File: src/verilog/match_pkg.sv
`default_nettype none

package match_pkg;

	typedef logic [7:0]  addr_t;    // word address, 256 words.
	typedef logic [31:0] word_t;
	typedef logic [7:0]  pixel_t;
	typedef logic [19:0] score_t;   // 16 products of 8x8 bits.
	typedef logic [4:0]  win_idx_t;

	// memory map.
	localparam addr_t FLAG_ADDR      = 8'd0;
	localparam addr_t RES_SCORE_ADDR = 8'd1;
	localparam addr_t RES_INDEX_ADDR = 8'd2;
	localparam addr_t TMPL_BASE      = 8'd16; // one word per template row.
	localparam addr_t IMG_BASE       = 8'd32; // four words per image row.

	localparam int TMPL_ROWS     = 4;
	localparam int IMG_ROW_WORDS = 4;
	localparam int IMG_ROWS      = 8;
	localparam int WIN_ROWS      = IMG_ROWS - TMPL_ROWS + 1;
	localparam int NUM_WINDOWS   = WIN_ROWS * IMG_ROW_WORDS;

	// flag word codes.
	localparam word_t FLAG_START = 32'h0001_0000;
	localparam word_t FLAG_ACK   = 32'h0000_0002;
	localparam word_t FLAG_DONE  = 32'h0000_0004;

	typedef struct packed {
		logic  valid;
		logic  we;
		addr_t addr;
		word_t wdata;
	} mem_req_t;

	typedef struct packed {
		logic  rvalid;
		word_t rdata;
	} mem_rsp_t;

endpackage

`default_nettype wire

File: src/verilog/match_controller.sv
`timescale 1ns/1ps
`default_nettype none

module match_controller
	import match_pkg::*;
(
	input  logic     clk,
	input  logic     rst_n,
	output mem_req_t req,
	input  logic     ready,
	input  mem_rsp_t rsp,
	output logic     eng_start,
	input  logic     eng_done
);

	typedef enum logic [2:0] {POLL, CHECK, ACK, RUN, POST} ctrl_state_t;

	ctrl_state_t state, next_state;

	always_comb begin
		next_state = state;
		case (state)
			POLL: if (ready) next_state = CHECK;       // flag read accepted.
			CHECK: begin
				if (rsp.rvalid) begin
					next_state = (rsp.rdata == FLAG_START) ? ACK : POLL;
				end
			end
			ACK: if (ready) next_state = RUN;
			RUN: if (eng_done) next_state = POST;
			POST: if (ready) next_state = POLL;        // back to polling.
			default: next_state = POLL;
		endcase
	end

	always_ff @(posedge clk or negedge rst_n) begin
		if (!rst_n) begin
			state <= POLL;
		end else begin
			state <= next_state;
		end
	end

	// all traffic goes to the flag word.
	always_comb begin
		req      = '0;
		req.addr = FLAG_ADDR;
		case (state)
			POLL: req.valid = 1'b1;
			ACK: begin
				req.valid = 1'b1;
				req.we    = 1'b1;
				req.wdata = FLAG_ACK;
			end
			POST: begin
				req.valid = 1'b1;
				req.we    = 1'b1;
				req.wdata = FLAG_DONE;
			end
			default: ;
		endcase
	end

	// engine starts with the accepted ack write.
	assign eng_start = (state == ACK) && ready;

	// flag data and the done pulse only come while awaited.
	a_awaited: assert property (@(posedge clk) disable iff (!rst_n)
		(!rsp.rvalid || state == CHECK) && (!eng_done || state == RUN));

endmodule

`default_nettype wire

File: config.mk
export PLATFORM = sky130hd
export DESIGN_NAME = match_controller
export DESIGN_NICKNAME = d
export VERILOG_FILES = /design/src/verilog/match_pkg.sv /design/src/verilog/match_controller.sv
export SDC_FILE = /design/constraint.sdc
export NUM_CORES = 1
export LEC_CHECK = 0
export BUFFER_PORTS_ARGS = -buffer_cell sky130_fd_sc_hd__buf_2
export CORE_MARGIN = 2
export CORE_UTILIZATION = 27
export DETAILED_ROUTE_END_ITERATION = 10
export GPL_ROUTABILITY_DRIVEN = 0
export PLACE_DENSITY = 0.77
export RECOVER_POWER = 50
export SKIP_LAST_GASP = 1
export SLEW_MARGIN = 20
export SYNTH_ARGS = -nofsm -noshare
export SYNTH_HDL_FRONTEND = slang
export SYNTH_SLANG_ARGS = --single-unit
File: constraint.sdc
create_clock -name clk -period 1.3 [get_ports clk]
set_clock_uncertainty 0.1 [all_clocks]
set_input_delay 0.195 -clock clk [delete_from_list [all_inputs] [get_ports clk]]
set_output_delay 0.195 -clock clk [all_outputs]
set_load 0.05 [all_outputs]
==> out/metrics.cfg, run 1 <==
[route]
drtAntennaViolNets = 0
drt_iter0_drc = 0
vias = 581
route.final.wire_length_um = 1530
met1Wirelength_um = 440
wire_per_inst_um = 9.94
drc_errors = 0
viasPerCell = 3.77
wl_met3_um = 167
top_layer = met4
drt-pass1-iter-count = 1
dr_wl_met2_um = 914

[global_route]
grt_max_degree = 6
antenna_found_initial = 0
grt_pass1_wl_um = 2100
grtUsageTotal_pct = 11.6
grt_pass1_vias = 520
overflow = 0

[synthesis]
synthCells = 71
seq_area_frac_synth_pct = 13.5
syn_area_per_cell_um2 = 7.81
ys_seq_elements = 3
ys_warn_count = 0
netlist_area_um2 = 554
synth.distinct_cells = 21

[status]
violations = negative setup slack
outcome = finished with violations

[timing]
timing.fmax_mhz = 663
fin_ws_ns = -0.207
rsz0062_at_grt = yes
hold_viol_final = 0
setup_viol = 6
maxSlewViolCount = 0
period_share_pct = 116
min_period_ns = 1.51
worst_hold_slack_ns = 0.120

[placement]
dp_cells = 143
io_buffers = 41
dp_hpwl_um = 1200
preCtsSetupSlack_ns = -0.129

[cells_and_area]
fin_cells = 154
antenna-diode-count = 0
regMostFlops = state
largest_register_ff_count = 3
area_growth_pct = 56.2
nets = 165
drive_above_1_share_pct = 53.5
top_regs = state (3)

[critical_path]
slowest_delay_ns = 0.44
start_kind = flip-flop
worstPathCellList = buf_6, nor2_4, and2_4, buf_8
cp_top_family = flip-flops
required_ns = 1.00
end_kind = output port
worstReg2RegStart = state[1]
crit_type = reg2out
crit_buf_inv = 2
path_max_fanout = 5
startpoint = state[0]
cp.arrival_ns = 1.21
crit_path_top_delay_cell = dfrtp_2

[clock_tree]
cts_tree = yes
numCtsBuffers = 3
clockBufferDepth = 2
path_clk_slew_ns = 0.04
root_buffer = clkbuf_4
clk_latency_ns = 0.23
htreeDepth = 1
cts.sinks = 3

[power_and_ir_drop]
ir_drop_mv = 0.351
power_leakage_nw = 0.486
power_density_nw_per_um2 = 741

[floorplan]
initial_core_util_pct = 28.5
fp.dieArea_um2 = 2430
fp.coreArea_um2 = 1940
num_io_pins = 80
die_h_um = 49.3
die_w_um = 49.3
rows = 16

[hold_path]
hold_class = in2reg
hp-start = ready

[job]
cap_violations = 0

[cell usage after synthesis]
master | number | area share [%]
a211o_1 | 1 | 1.6
a21oi_1 | 1 | 0.90
and2_1 | 1 | 1.1
buf_4 | 38 | 51
buf_6 | 1 | 2.0
conb_1 | 1 | 0.68
dfrtp_1 | 3 | 14
inv_1 | 1 | 0.68
mux2i_1 | 2 | 3.6
nand2_1 | 2 | 1.4
nand2b_1 | 1 | 1.1
nand4_1 | 2 | 2.3
nor2_1 | 4 | 2.7
nor3b_1 | 1 | 1.4
nor4_1 | 6 | 6.8
nor4b_1 | 1 | 1.6
o21ai_0 | 1 | 0.90
o22ai_1 | 1 | 1.1
o31ai_2 | 1 | 2.3
or2b_2 | 1 | 1.6
or4_1 | 1 | 1.4
[cells in the final DEF (no fill, tap or decap)]
| cell type | synthesis | layout |
|---|---|---|
| nor2_1 | 4 | 2 |
| nor4_1 | 6 | 6 |
| nand2_1 | 2 | 1 |
| nor4b_2 | 0 | 1 |
| buf_6 | 1 | 5 |
| or4_1 | 1 | 1 |
| mux2i_1 | 2 | 1 |
| clkbuf_1 | 0 | 2 |
| inv_2 | 0 | 1 |
| clkbuf_4 | 0 | 3 |
| a211o_1 | 1 | 1 |
| conb_1 | 1 | 38 |
| or2b_2 | 1 | 1 |
| dfrtp_1 | 3 | 2 |
| buf_8 | 0 | 3 |
| o21ai_2 | 0 | 1 |
| mux2i_2 | 0 | 1 |
| dlygate4sd3_1 | 0 | 1 |
| o22ai_1 | 1 | 1 |
| buf_2 | 0 | 35 |
| nand2_4 | 0 | 1 |
| buf_4 | 38 | 9 |
| nor3b_1 | 1 | 1 |
| and2_4 | 0 | 1 |
| nor2_4 | 0 | 2 |
| o31ai_2 | 1 | 1 |
| nand4_1 | 2 | 2 |
| dfrtp_2 | 0 | 1 |
| nand2b_4 | 0 | 1 |
| a21oi_2 | 0 | 1 |
[repair_timing]
item,in CTS,in global routing
setup buffers,6,0
hold buffers,1,0
setup endpoints to repair,6,7
resized for setup,17,9
pin swaps,1,2
hold endpoints to repair,3,0
[final cells by class]
type / count / area (µm²)
Fill cell: 211 / 1080
Multi-Input combinational cell: 65 / 368
Timing Repair Buffer: 54 / 358
Sequential cell: 3 / 76.3
Tap cell: 27 / 33.8
Clock buffer: 4 / 26.3
Inverter: 1 / 3.75
[worst paths after layout]
kind	to	slack (ns)	cells after the start
max reg2reg	state[1]	-0.18	5
min reg2reg	state[0]	0.51	2
min in group asynchronous	state[0]	0.21	2
max	eng_start	-0.21	4
max in group asynchronous	state[0]	0.70	2
min	state[2]	0.12	2
[metal layers]
layer  track usage [%]  vias up
li1                  -      279
met2              24.8       48
met1              9.24      252
met4              7.14        0
met3              2.15        2
met5                 0        -
[through the flow]
step / area [µm²] / TNS (ns) / utilization (%) / total power, mW
floorplan: 711 / -0.314 / - / 0.475
global placement: 698 / -0.259 / 36.0 / 0.446
detailed placement: 698 / -0.380 / 36.0 / 0.449
CTS: 835 / -1.00 / 43.0 / 0.634
global route: 866 / -1.30 / 44.6 / 0.676
finish: 866 / -1.00 / 44.6 / 0.641
[cells by family (layout without fill, tap and decap cells)]
family                 after synthesis  in the layout  share of synthesized area (%)
buffers and inverters               40             59                           54.2
other                                1             38                          0.677
multiplexers                         2              2                           3.61
AO/OA/AOI/OAI                        5              5                           6.77
AND/OR/NAND/NOR                     20             20                           21.2
flip-flops                           3              3                           13.5
[where the power goes]
group | internal, mW | leakage, nW | switching (mW)
clock network | 0.115 | 0.0150 | 0.0535
logic | 0.0731 | 0.432 | 0.294
registers | 0.0979 | 0.0386 | 0.00694
(Power assumes the default switching activity.)
==> run 2, diff against run 1 <==
- ABC_AREA: unset -> 1
- CORE_UTILIZATION: 27 -> 28
- PLACE_DENSITY: 0.77 -> 0.76
==> run 2 against run 1 <==
  * The run still ends with negative setup slack left
  * Synthesized area is 8.8% higher
  * Clock-buffer cell count stayed put
  * Via count is 7.6% higher
==> out/metrics.cfg, run 2 <==
[status]
outcome = finished with violations
violations = negative setup slack

[cells_and_area]
nets = 188
area_growth_pct = 47.5
top_regs = state (3)
nFillCells = 217
regMostFlops = state
layout_commonest_cell = conb_1
antenna-diode-count = 0
multi_input_area_um2 = 395
largest_register_ff_count = 3
drive_above_1_share_pct = 43.3
final_cell_mix = conb_1, buf_2, nor2_1, buf_4, nand2_1
seq_area_um2 = 76.3

[global_route]
overflow = 0
antenna_found_initial = 0
grtUsageTotal_pct = 10.1
grt_pass1_vias = 544
grt_pass1_wl_um = 1970
grt_max_degree = 7

[timing]
timing.fmax_mhz = 637
tns_ns = -0.958
hold_viol_final = 0
period_share_pct = 121
min_period_ns = 1.57
fin_ws_ns = -0.269
rsz0062_at_grt = yes
maxSlewViolCount = 0
setup_viol = 6

[hold_path]
hold_class = in2reg

[route]
viasPerCell = 3.53
drtAntennaViolNets = 0
wire_per_inst_um = 7.73
vias = 625
drt-pass1-iter-count = 2
route.final.wire_length_um = 1370
drt_iter0_drc = 5
drc_errors = 0

[floorplan]
fp.coreArea_um2 = 2000
initial_core_util_pct = 30.1
rows = 16
num_io_pins = 80
die_h_um = 50.4
fp.dieArea_um2 = 2540
die_w_um = 50.4

[critical_path]
start_kind = flip-flop
reg2reg_slack_ns = -0.01
path_max_fanout = 4
required_ns = 1.00
cp.arrival_ns = 1.27
rr_endpoint = state[1]
crit_type = reg2out
r2r_cells = 7
worstReg2RegStart = state[0]
startpoint = state[0]
end_kind = output port
crit_end = eng_start

[synthesis]
synthArstFlopShare_pct = 100
seq_area_frac_synth_pct = 12.4
synth_edf_count = 0
syn_area_per_cell_um2 = 6.35
ys_warn_count = 0
netlist_area_um2 = 603
synthCells = 95
synthTopCellsByArea = buf_4, nor2_1, dfrtp_1
yosys.area.top_type = buf_4
yosysMostFrequentCell = buf_4
yosysTopAreaCellShare_pct = 47.3
ys_seq_elements = 3
synth.distinct_cells = 15
synth_commonest_cells = buf_4, nor2_1, nand2_1
synth_ff_type = dfrtp_1

[power_and_ir_drop]
power_leakage_nw = 0.527
ir_drop_mv = 0.765
power_density_nw_per_um2 = 1100

[clock_tree]
clk_latency_ns = 0.23
cts_tree = yes
path_clk_slew_ns = 0.04
cts.sinks = 3
htreeDepth = 1
root_buffer = clkbuf_4
clockBufferDepth = 2
numCtsBuffers = 3

[placement]
dp_hpwl_um = 1080
io_buffers = 41
preCtsSetupSlack_ns = -0.0462

[job]
cap_violations = 0

==> run 2: logic make-up after synthesis <==
logic type,after synthesis,synth area share (%)
flip-flops,3,12.4
AO/OA/AOI/OAI,4,5.60
AND/OR/NAND/NOR,42,29.7
other,1,0.622
buffers and inverters,45,51.7
==> run 2: power by group <==
group | switching, mW | internal (mW)
combinational | 0.455 | 0.234
sequential | 0.0179 | 0.110
clock | 0.0470 | 0.115
==> run 2: timing repair <==
item / in CTS / in global routing
setup endpoints to repair: 6 / 7
hold buffers: 1 / 0
pin swaps: 3 / 3
resized for setup: 10 / 9
hold endpoints to repair: 3 / 0
buffers inserted: 2 / 2
==> run 2: layout make-up <==
type / instances / area share, %
Multi-Input combinational cell: 84 / 44.4
Timing Repair Buffer: 52 / 37.3
Sequential cell: 3 / 8.58
Tap cell: 27 / 3.80
Clock buffer: 4 / 2.95
Inverter: 7 / 2.95
==> run 2: routing by layer <==
| metal | part of all wire [%] | global-route usage, % | wire length (µm) | vias up |
|---|---|---|---|---|
| li1 | - | - | - | 327 |
| met3 | 7.7 | 1.19 | 106 | 0 |
| met4 | 0 | 5.41 | 0 | 0 |
| met1 | 32 | 9.78 | 438 | 263 |
| met2 | 60 | 20.2 | 824 | 35 |
| met5 | 0 | 0 | 0 | - |
==> run 2: how the worst min path moves through the flow <==
stage | startpoint | to | slack (ns) | depth (start not counted)
2_1_floorplan | rst_n | state[0] | -0.20 | 0
3_3_place_gp | rst_n | state[1] | -0.11 | 1
3_5_place_dp | rst_n | state[1] | -0.11 | 1
4_1_cts | ready | state[2] | 0.08 | 2
5_1_grt | ready | state[2] | 0.09 | 2
6_report | ready | state[2] | 0.08 | 2
==> run 2: critical path, stage by stage, from the launching register on <==
cell     delay (ns)
dfrtp_1        0.40
nor2_1         0.14
inv_1          0.09
nor2_4         0.09
inv_2          0.06
nor2_4         0.09
buf_8          0.15
==> run 2: stage by stage <==
stage	cell area, µm²	power, mW	instances	util (%)	hold WS [ns]
CTS	842	0.933	175	42.1	0.0808
global route	890	1.04	177	44.4	0.0936
finish	890	0.979	177	44.4	0.0839
floorplan	763	0.649	132	-	-0.201
detailed placement	762	0.721	168	38.1	-0.109
global placement	762	0.718	168	38.1	-0.107
