## config.mk

```make
export PLATFORM = sky130hd
export DESIGN_NAME = match_engine
export DESIGN_NICKNAME = d
export VERILOG_FILES = /design/src/verilog/match_pkg.sv /design/src/verilog/match_engine.sv /design/src/verilog/window_address_gen.sv
export SDC_FILE = /design/constraint.sdc
export NUM_CORES = 1
export LEC_CHECK = 0
export BUFFER_PORTS_ARGS = -buffer_cell sky130_fd_sc_hd__buf_4
export CORE_ASPECT_RATIO = 0.9
export CORE_MARGIN = 1.5
export CORE_UTILIZATION = 65
export DETAILED_ROUTE_END_ITERATION = 10
export PLACE_DENSITY_LB_ADDON = 0.15
export SYNTH_ARGS = -nofsm -noshare
export SYNTH_HDL_FRONTEND = slang
export SYNTH_SLANG_ARGS = --single-unit
```

## constraint.sdc

```tcl
create_clock -name clk -period 13.3 [get_ports clk]
set_input_delay 0.665 -clock clk [delete_from_list [all_inputs] [get_ports clk]]
set_output_delay 0.665 -clock clk [all_outputs]
set_load 0.01 [all_outputs]
```

## src/verilog/match_pkg.sv

```systemverilog
`default_nettype none

package match_pkg;

	typedef logic [7:0]  addr_t;    // word address, 256 words.
	typedef logic [31:0] word_t;
	typedef logic [7:0]  pixel_t;
	typedef logic [19:0] score_t;   // 16 products of 8x8 bits.
	typedef logic [4:0]  win_idx_t;

	// memory map.
	localparam addr_t FLAG_ADDR      = 8'd0;
	localparam addr_t RES_SCORE_ADDR = 8'd1;
	localparam addr_t RES_INDEX_ADDR = 8'd2;
	localparam addr_t TMPL_BASE      = 8'd16; // one word per template row.
	localparam addr_t IMG_BASE       = 8'd32; // four words per image row.

	localparam int TMPL_ROWS     = 4;
	localparam int IMG_ROW_WORDS = 4;
	localparam int IMG_ROWS      = 8;
	localparam int WIN_ROWS      = IMG_ROWS - TMPL_ROWS + 1;
	localparam int NUM_WINDOWS   = WIN_ROWS * IMG_ROW_WORDS;

	// flag word codes.
	localparam word_t FLAG_START = 32'h0001_0000;
	localparam word_t FLAG_ACK   = 32'h0000_0002;
	localparam word_t FLAG_DONE  = 32'h0000_0004;

	typedef struct packed {
		logic  valid;
		logic  we;
		addr_t addr;
		word_t wdata;
	} mem_req_t;

	typedef struct packed {
		logic  rvalid;
		word_t rdata;
	} mem_rsp_t;

endpackage

`default_nettype wire

```

## src/verilog/match_engine.sv

```systemverilog
`timescale 1ns/1ps
`default_nettype none

module match_engine
	import match_pkg::*;
(
	input  logic     clk,
	input  logic     rst_n,
	input  logic     start,
	output logic     done,
	output mem_req_t req,
	input  logic     ready,
	input  mem_rsp_t rsp
);

	typedef enum logic [2:0] {
		IDLE, LOAD_TMPL, SCAN, WRITE_SCORE, WRITE_INDEX, FINISH
	} eng_state_t;

	eng_state_t state;
	logic [6:0] req_cnt;        // words requested in this phase.
	logic [6:0] rsp_cnt;        // words received in this phase.
	word_t      tmpl_q [TMPL_ROWS];
	score_t     acc, win_score, best_score;
	win_idx_t   best_idx, rsp_win;
	logic [1:0] rsp_row;
	addr_t      img_addr, tmpl_addr;

	// host byte order, internal byte 0 lands in bits 31:24.
	function automatic word_t swap_bytes(word_t w);
		return {w[7:0], w[15:8], w[23:16], w[31:24]};
	endfunction

	function automatic logic [17:0] row_dot(word_t img, word_t tmpl);
		logic [17:0] sum;
		pixel_t      p, t;
		sum = '0;
		for (int k = 0; k < $bits(word_t) / $bits(pixel_t); k++) begin
			p   = img[8*k +: 8];
			t   = tmpl[8*k +: 8];
			sum = sum + 18'(p) * 18'(t);
		end
		return sum;
	endfunction

	window_address_gen u_addr (
		.win       (win_idx_t'(req_cnt[6:2])),
		.tmpl_row  (req_cnt[1:0]),
		.img_addr  (img_addr),
		.tmpl_addr (tmpl_addr)
	);

	assign rsp_row   = rsp_cnt[1:0];
	assign rsp_win   = win_idx_t'(rsp_cnt[6:2]);
	assign win_score = acc + score_t'(row_dot(rsp.rdata, tmpl_q[rsp_row]));

	always_comb begin
		req = '0;
		case (state)
			LOAD_TMPL: begin
				req.valid = req_cnt < 7'(TMPL_ROWS);
				req.addr  = tmpl_addr;
			end
			SCAN: begin
				req.valid = req_cnt < 7'(NUM_WINDOWS * TMPL_ROWS);
				req.addr  = img_addr;
			end
			WRITE_SCORE: begin
				req.valid = 1'b1;
				req.we    = 1'b1;
				req.addr  = RES_SCORE_ADDR;
				req.wdata = swap_bytes(word_t'(best_score));
			end
			WRITE_INDEX: begin
				req.valid = 1'b1;
				req.we    = 1'b1;
				req.addr  = RES_INDEX_ADDR;
				req.wdata = swap_bytes(word_t'(best_idx));
			end
			default: ;
		endcase
	end

	always_ff @(posedge clk) begin
		if (state == LOAD_TMPL && rsp.rvalid) tmpl_q[rsp_row] <= rsp.rdata;
	end

	always_ff @(posedge clk or negedge rst_n) begin
		if (!rst_n) begin
			state      <= IDLE;
			req_cnt    <= '0;
			rsp_cnt    <= '0;
			acc        <= '0;
			best_score <= '0;
			best_idx   <= '0;
		end else begin
			if (req.valid && ready) req_cnt <= req_cnt + 7'd1;
			if (rsp.rvalid) rsp_cnt <= rsp_cnt + 7'd1;
			case (state)
				IDLE: begin
					if (start) begin
						state      <= LOAD_TMPL;
						req_cnt    <= '0;
						rsp_cnt    <= '0;
						acc        <= '0;
						best_score <= '0;
						best_idx   <= '0;
					end
				end
				LOAD_TMPL: begin
					if (rsp.rvalid && rsp_cnt == 7'(TMPL_ROWS - 1)) begin
						state   <= SCAN;
						req_cnt <= '0;
						rsp_cnt <= '0;
					end
				end
				SCAN: begin
					if (rsp.rvalid) begin
						if (rsp_row == 2'(TMPL_ROWS - 1)) begin
							acc <= '0;           // window complete.
							if (win_score > best_score) begin
								best_score <= win_score; // ties keep lower index.
								best_idx   <= rsp_win;
							end
						end else begin
							acc <= win_score;
						end
						if (rsp_cnt == 7'(NUM_WINDOWS * TMPL_ROWS - 1)) state <= WRITE_SCORE;
					end
				end
				WRITE_SCORE: if (ready) state <= WRITE_INDEX;
				WRITE_INDEX: if (ready) state <= FINISH;
				FINISH: state <= IDLE;
				default: state <= IDLE;
			endcase
		end
	end

	assign done = (state == FINISH);

	// every response answers a read still owed in this run.
	a_rsp_owed: assert property (@(posedge clk) disable iff (!rst_n)
		rsp.rvalid |-> (state == LOAD_TMPL || state == SCAN) && rsp_cnt < req_cnt);

endmodule

`default_nettype wire

```

## src/verilog/window_address_gen.sv

```systemverilog
`timescale 1ns/1ps
`default_nettype none

module window_address_gen
	import match_pkg::*;
(
	input  win_idx_t   win,
	input  logic [1:0] tmpl_row,
	output addr_t      img_addr,
	output addr_t      tmpl_addr
);

	logic [$clog2(WIN_ROWS)-1:0]      win_row;
	logic [$clog2(IMG_ROW_WORDS)-1:0] win_col;
	logic [$clog2(IMG_ROWS)-1:0]      img_row;

	// window w sits at row w/4, word column w%4.
	assign win_row = ($clog2(WIN_ROWS))'(win / IMG_ROW_WORDS);
	assign win_col = ($clog2(IMG_ROW_WORDS))'(win % IMG_ROW_WORDS);

	assign img_row = ($clog2(IMG_ROWS))'(win_row) + ($clog2(IMG_ROWS))'(tmpl_row);

	assign img_addr = IMG_BASE
		+ addr_t'(img_row * IMG_ROW_WORDS)
		+ addr_t'(win_col);

	assign tmpl_addr = TMPL_BASE + addr_t'(tmpl_row); // one word per row.

endmodule

`default_nettype wire

```

==> results of run 1 <==
## worst max-delay path by stage
stage	from	to	slack, ns	cells after the start
5_1_grt	rsp_cnt[0]	best_score[8]	2.11	31
3_3_place_gp	rsp_cnt[0]	best_idx[2]	3.00	31
4_1_cts	rsp_cnt[0]	best_idx[4]	2.74	31
3_5_place_dp	rsp_cnt[0]	best_idx[4]	2.77	31
6_report	rsp_cnt[0]	best_score[8]	2.75	31
2_1_floorplan	rsp_cnt[0]	best_score[10]	4.20	33
## worst max-delay path, delay by kind of cell (launching register included)
family | cells | cell delay [ns]
AO/OA/AOI/OAI | 7 | 2.45
multiplexers | 1 | 0.68
flip-flops | 1 | 0.76
buffers and inverters | 7 | 0.83
adder cells (fa/ha/maj) | 10 | 4.55
AND/OR/NAND/NOR | 6 | 1.22
## cell families after synthesis
| group | share of synthesized area (%) |
|---|---|
| buffers and inverters | 9.313 |
| other | 0.02118 |
| adder cells (fa/ha/maj) | 38.21 |
| AO/OA/AOI/OAI | 5.716 |
| flip-flops | 30.47 |
| AND/OR/NAND/NOR | 10.78 |
| XOR/XNOR | 1.187 |
| multiplexers | 4.303 |
## layout make-up
cell class	instances	area (µm²)
Tap cell	354	442.9
Clock inverter	9	63.81
Sequential cell	190	5396
Clock buffer	23	521.8
Multi-Input combinational cell	970	10730
Fill cell	1939	7775
Timing Repair Buffer	71	533.0
Inverter	380	1426
## sequential cells by signal (all words and copies together), names as in the netlist
name,count
acc,20
best_idx,5
best_score,20
req_cnt,7
rsp_cnt,7
state,3
tmpl_q,128
## routing by layer
layer,vias up,track usage [%],wire length [µm]
met2,360,45.83,18080
li1,5070,-,-
met5,-,0,0
met4,0,7.589,782
met1,5815,42.75,16420
met3,44,5.444,2326
## Yosys cell counts (8+ instances only)
cell type	number
inv_1	380
xnor2_1	11
ha_1	152
mux4_2	32
buf_2	10
a21oi_1	29
fa_1	243
nand2_1	126
xor2_1	13
o21ai_0	15
nand4_1	8
clkbuf_1	9
a22o_1	49
nor3_1	22
dfrtp_1	62
edfxtp_1	128
nor2_1	25
buf_4	17
and2_1	161
## stage by stage
step | area, µm² | hold slack, ns | util, %
2_1_floorplan | 17760 | 0.3694 | -
3_3_place_gp | 18530 | 0.4763 | 68.91
3_5_place_dp | 18530 | 0.4832 | 68.91
4_1_cts | 19110 | 0.3229 | 71.08
5_1_grt | 19110 | 0.3573 | 71.08
6_report | 19110 | 0.2902 | 71.08
==> impl_metrics.csv, run 1 <==
group,metric,value,unit
sta,slew_headroom,22.74,%
global_routing,antenna_found_initial,0,
global_routing,grt_pass1_vias,12020,
setup_path,cp_max_fo,25,
setup_path,cp.arrival,10.93,ns
yosys,async_flop_share,32.63,%
yosys,synth_area,17710,µm²
yosys,synthCells,1566,
floorplan,core,26890,µm²
yosys,post_synth.cell_area_avg,11.31,µm²
route,drt-initial-drc-count,913,
global_routing,gr-total-overflow,0,
clock_tree,cts_resized,0,
placed_design,place_ws,2.770,ns
global_routing,grt_max_degree,63,
floorplan,dieHeight,159.6,µm
sta,post-route-min-period,10.55,ns
setup_path,max_stage_delay,1.00,ns
final_layout,final_common_cell,"inv_1",
yosys,synth_top_area_share,27.47,%
setup_path,r2r_start,"rsp_cnt[0]",
setup_path,start_kind,"flip-flop",
yosys,synth_seq_cells,190,
outcome,outcome,"complete, no violations",
clock_tree,cts_sinks,190,
placed_design,dp_cells,1965,
sta,finalSetupTns,0,ns
clock_tree,clockBufferDepth,2,
placed_design,port_buffers,65,
placed_design,gp_congestion,0.9064,
final_layout,antenna_cells,0,
clock_tree,clkTransAtPathRegs,0.07,ns
setup_path,r2r_slack,2.75,ns
floorplan,fp.dieW,177.0,µm
setup_path,slowest_stage,"o31ai_4",
setup_path,reg2regPathDepth,31,
route,finalWirelength,37610,µm
final_layout,drive_gt1_share,9.617,%
final_layout,layout_common_cells,"380 x inv_1, 243 x fa_1, 158 x and2_1",
final_layout,nNetsFinal,2062,
clock_tree,cts_setup_buffers,0,
sta,rsz0062_at_grt,"false",
global_routing,grt_pass1_wl,62760,µm
yosys,netlist_top_cells_area,"fa_1 27%, edfxtp_1 22%, ha_1 11%, dfrtp_1 8.8%, inv_1 8.1%",
final_layout,area_growth,7.928,%
clock_tree,insertion_delay,0.45,ns
sta,drv_slew,0,
sta,skew,0.01583,ns
placed_design,dp_hpwl,28760,µm
setup_path,setup.worst_path.class,"reg -> reg",
clock_tree,cts_made_buffers,17,
yosys,synth.yosys.seq_area_share,30.47,%
route,vias,11290,
floorplan,rows,57,
setup_path,end_kind,"flip-flop",
route,via_per_inst,5.653,
clock_tree,cts_tree,"built",
route,postRouteAntennaNets,0,
sta,setup_viol,0,
global_routing,grt_util_all_layers,29.33,%
sta,max_clock_freq,94.79,MHz
route,avgRoutedWirePerCell,18.83,µm
yosys,synth.largest_area_cell,"fa_1",
setup_path,worst_path_most_repeated_cell,"fa_1",
clock_tree,ctsHoldBuffers,0,
sta,post-route-period-util,79.32,%
sta,worst_pin_slew,1.159,ns
floorplan,ios,80,
setup_path,rr_endpoint,"best_score[8]",
job,maxCapViolations,0,
floorplan,initial_core_util,65.86,%
hold_path,hp-class,"in -> async",
setup_path,cp.required,13.68,ns
clock_tree,clock-root-buffer,"clkbuf_16",
final_layout,layout.cells.non_filler,1997,
yosys,yosysUniqueCellTypes,59,
yosys,synth_edf_count,128,
clock_tree,htreeDepth,4,
sta,worst_slack,2.750,ns
route,firstDrtPassIters,5,
yosys,synth_flop_cell,"edfxtp_1",
floorplan,dieArea,28240,µm²
sta,hold_viol,0,
yosys,yosys_warnings,0,
route,route.detailed.drc,0,
Power of run 1 is not shown: default switching activity piles up to over one toggle a cycle in this logic, so the estimate is an artifact.
==> inputs of run 2 (changes only) <==
--- a/config.mk
+++ b/config.mk
@@ -5,10 +5,11 @@
 export SDC_FILE = /design/constraint.sdc
 export NUM_CORES = 1
 export LEC_CHECK = 0
+export ABC_AREA = 1
 export BUFFER_PORTS_ARGS = -buffer_cell sky130_fd_sc_hd__buf_4
 export CORE_ASPECT_RATIO = 0.9
 export CORE_MARGIN = 1.5
-export CORE_UTILIZATION = 65
+export CORE_UTILIZATION = 58
 export DETAILED_ROUTE_END_ITERATION = 10
 export PLACE_DENSITY_LB_ADDON = 0.15
 export SYNTH_ARGS = -nofsm -noshare
==> constraint.sdc (replaced) <==
create_clock -name clk -period 8.6 [get_ports clk]
set_input_delay 0.43 -clock clk [delete_from_list [all_inputs] [get_ports clk]]
set_output_delay 0.43 -clock clk [all_outputs]
set_load 0.01 [all_outputs]
==> impl_metrics.csv, run 2 <==
group,metric,value,unit
outcome,outcome,"complete, no violations",
floorplan,dieArea,32750,µm²
yosys,yosysUniqueCellTypes,34,
route,vias,13630,
clock_tree,insertion_delay,0.46,ns
floorplan,dieHeight,171.8,µm
setup_path,cp_max_fo,15,
route,drt-initial-drc-count,1125,
final_layout,drive_gt1_share,8.991,%
setup_path,crit_buf_inv,9,
final_layout,antenna_cells,0,
sta,max_clock_freq,120.8,MHz
setup_path,reg2regPathDepth,40,
yosys,synthCells,2100,
sta,worst_pin_slew,1.068,ns
yosys,yosysMostFrequentCell,"inv_1",
placed_design,gp_congestion,0.9770,
setup_path,cpLargestDelayFamily,"adder cells",
final_layout,top_regs,"tmpl_q x128, acc x20, best_score x20",
yosys,synth_edf_count,128,
job,maxCapViolations,0,
yosys,yosys_warnings,0,
floorplan,fp.dieW,190.6,µm
setup_path,cp.required,8.99,ns
sta,setup_viol,0,
setup_path,worst_path_most_repeated_cell,"nand2_1",
setup_path,crit_cells,40,
floorplan,initial_core_util,59.14,%
final_layout,area_growth,10.69,%
sta,skew,0.01421,ns
global_routing,grt_pass1_wl,69990,µm
floorplan,rows,61,
final_layout,fillCellCount,2550,
route,firstDrtPassIters,5,
yosys,synth_top_area_share,26.48,%
floorplan,core,31060,µm²
final_layout,final_common_cell,"inv_1",
setup_path,max_stage_delay,0.66,ns
setup_path,cp.arrival,8.67,ns
final_layout,largest_reg_flops,128,
sta,drv_slew,0,
route,via_per_inst,5.264,
route,avgRoutedWirePerCell,17.21,µm
setup_path,end_kind,"flip-flop",
floorplan,ios,80,
yosys,synth_commonest_cells,"537 x inv_1, 463 x nand2_1, 243 x fa_1",
clock_tree,cts_made_buffers,17,
yosys,synth_flop_cell,"edfxtp_1",
setup_path,start_kind,"flip-flop",
yosys,post_synth.cell_area_avg,8.748,µm²
global_routing,gr-total-overflow,0,
yosys,synth.largest_area_cell,"fa_1",
clock_tree,cts_sinks,190,
sta,post-route-period-util,96.28,%
global_routing,antenna_found_initial,1,
clock_tree,htreeDepth,4,
global_routing,grt_max_degree,63,
global_routing,grt_util_all_layers,28.38,%
setup_path,slowest_stage,"fa_2",
final_layout,top_register,"tmpl_q",
yosys,synth_seq_cells,190,
yosys,async_flop_share,32.63,%
final_layout,final_util,65.46,%
setup_path,setup.worst_path.class,"reg -> reg",
route,finalWirelength,44550,µm
yosys,netlist_top_cells_area,"fa_1 26%, edfxtp_1 21%, inv_1 11%, ha_1 10%, nand2_1 9.5%",
hold_path,hp-class,"in -> async",
final_layout,layout_common_cells,"526 x inv_1, 440 x nand2_1, 238 x fa_1",
yosys,synth.yosys.seq_area_share,29.37,%
clock_tree,clkTransAtPathRegs,0.08,ns
route,postRouteAntennaNets,0,
clock_tree,clockBufferDepth,2,
placed_design,dp_hpwl,35020,µm
global_routing,grt_pass1_vias,13270,
sta,hold_viol,0,
final_layout,nNetsFinal,2599,
sta,post-route-min-period,8.280,ns
placed_design,port_buffers,65,
route,route.detailed.drc,0,
clock_tree,clock-root-buffer,"clkbuf_16",
clock_tree,cts_tree,"built",
yosys,synth_area,18370,µm²
sta,slew_headroom,28.61,%
[run 2: kinds of logic (layout without fill, tap and decap cells)]
logic type	after synthesis	after routing	synth area share, %
adders and majority gates	395	395	36.83
DFF	190	190	29.37
xor gates and xnor gates	15	15	0.7151
other	1	14	0.02041
AOI/OAI and AO/OA	68	68	2.214
and+or+nand+nor	836	837	18.33
buffers and inverters	595	661	12.52
[run 2: through the flow]
stage / setup WS [ns] / instance area [µm²] / std cells / hold slack (ns) / TNS (ns)
floorplan: 0.6208 / 18420 / 2113 / 0.1344 / 0
global placement: 0.2126 / 19310 / 2546 / 0.4530 / 0
detailed placement: 0.07456 / 19310 / 2546 / 0.4589 / 0
CTS: 0.04007 / 19940 / 2578 / 0.07997 / 0
global route: -0.05218 / 20340 / 2589 / 0.1066 / -0.5494
finish: 0.3200 / 20340 / 2589 / 0.05513 / 0
[run 2: worst paths after layout]
kind,start,slack [ns],end
max,rsp_cnt[0],0.32,best_score[8]
min,rst_n,0.06,best_score[14]
max reg2reg,rsp_cnt[0],0.32,best_score[8]
min reg2reg,best_score[11],0.48,best_score[11]
max in group asynchronous,rst_n,7.92,rsp_cnt[0]
min in group clk,rsp[25],0.19,tmpl_q[3][25]
[run 2: area by class of cell]
class / count / area (µm²) / area share, %
multi-input combinational: 1329 / 10970 / 53.93
sequential: 190 / 5396 / 26.54
inverter: 542 / 2044 / 10.05
timing repair buffer: 87 / 787.0 / 3.870
tap: 409 / 511.7 / 2.516
clock buffer: 17 / 425.4 / 2.092
clock inverter: 15 / 202.7 / 0.9967
[run 2: per-layer routing]
metal | up-vias | share of wire (%) | global-route usage (%)
met3 | 39 | 9.5 | 7.856
met5 | - | 0 | 0
met1 | 6732 | 44 | 41.39
met2 | 487 | 45 | 42.74
met4 | 0 | 1.2 | 5.546
li1 | 6370 | - | -
[run 2: timing repair]
action | CTS | global route
buffers inserted | 0 | 5
hold buffers | 0 | 0
endpoints found under the setup margin | 0 | 25
gates resized for setup | 0 | 75
Power of run 2 is left out for the same reason.
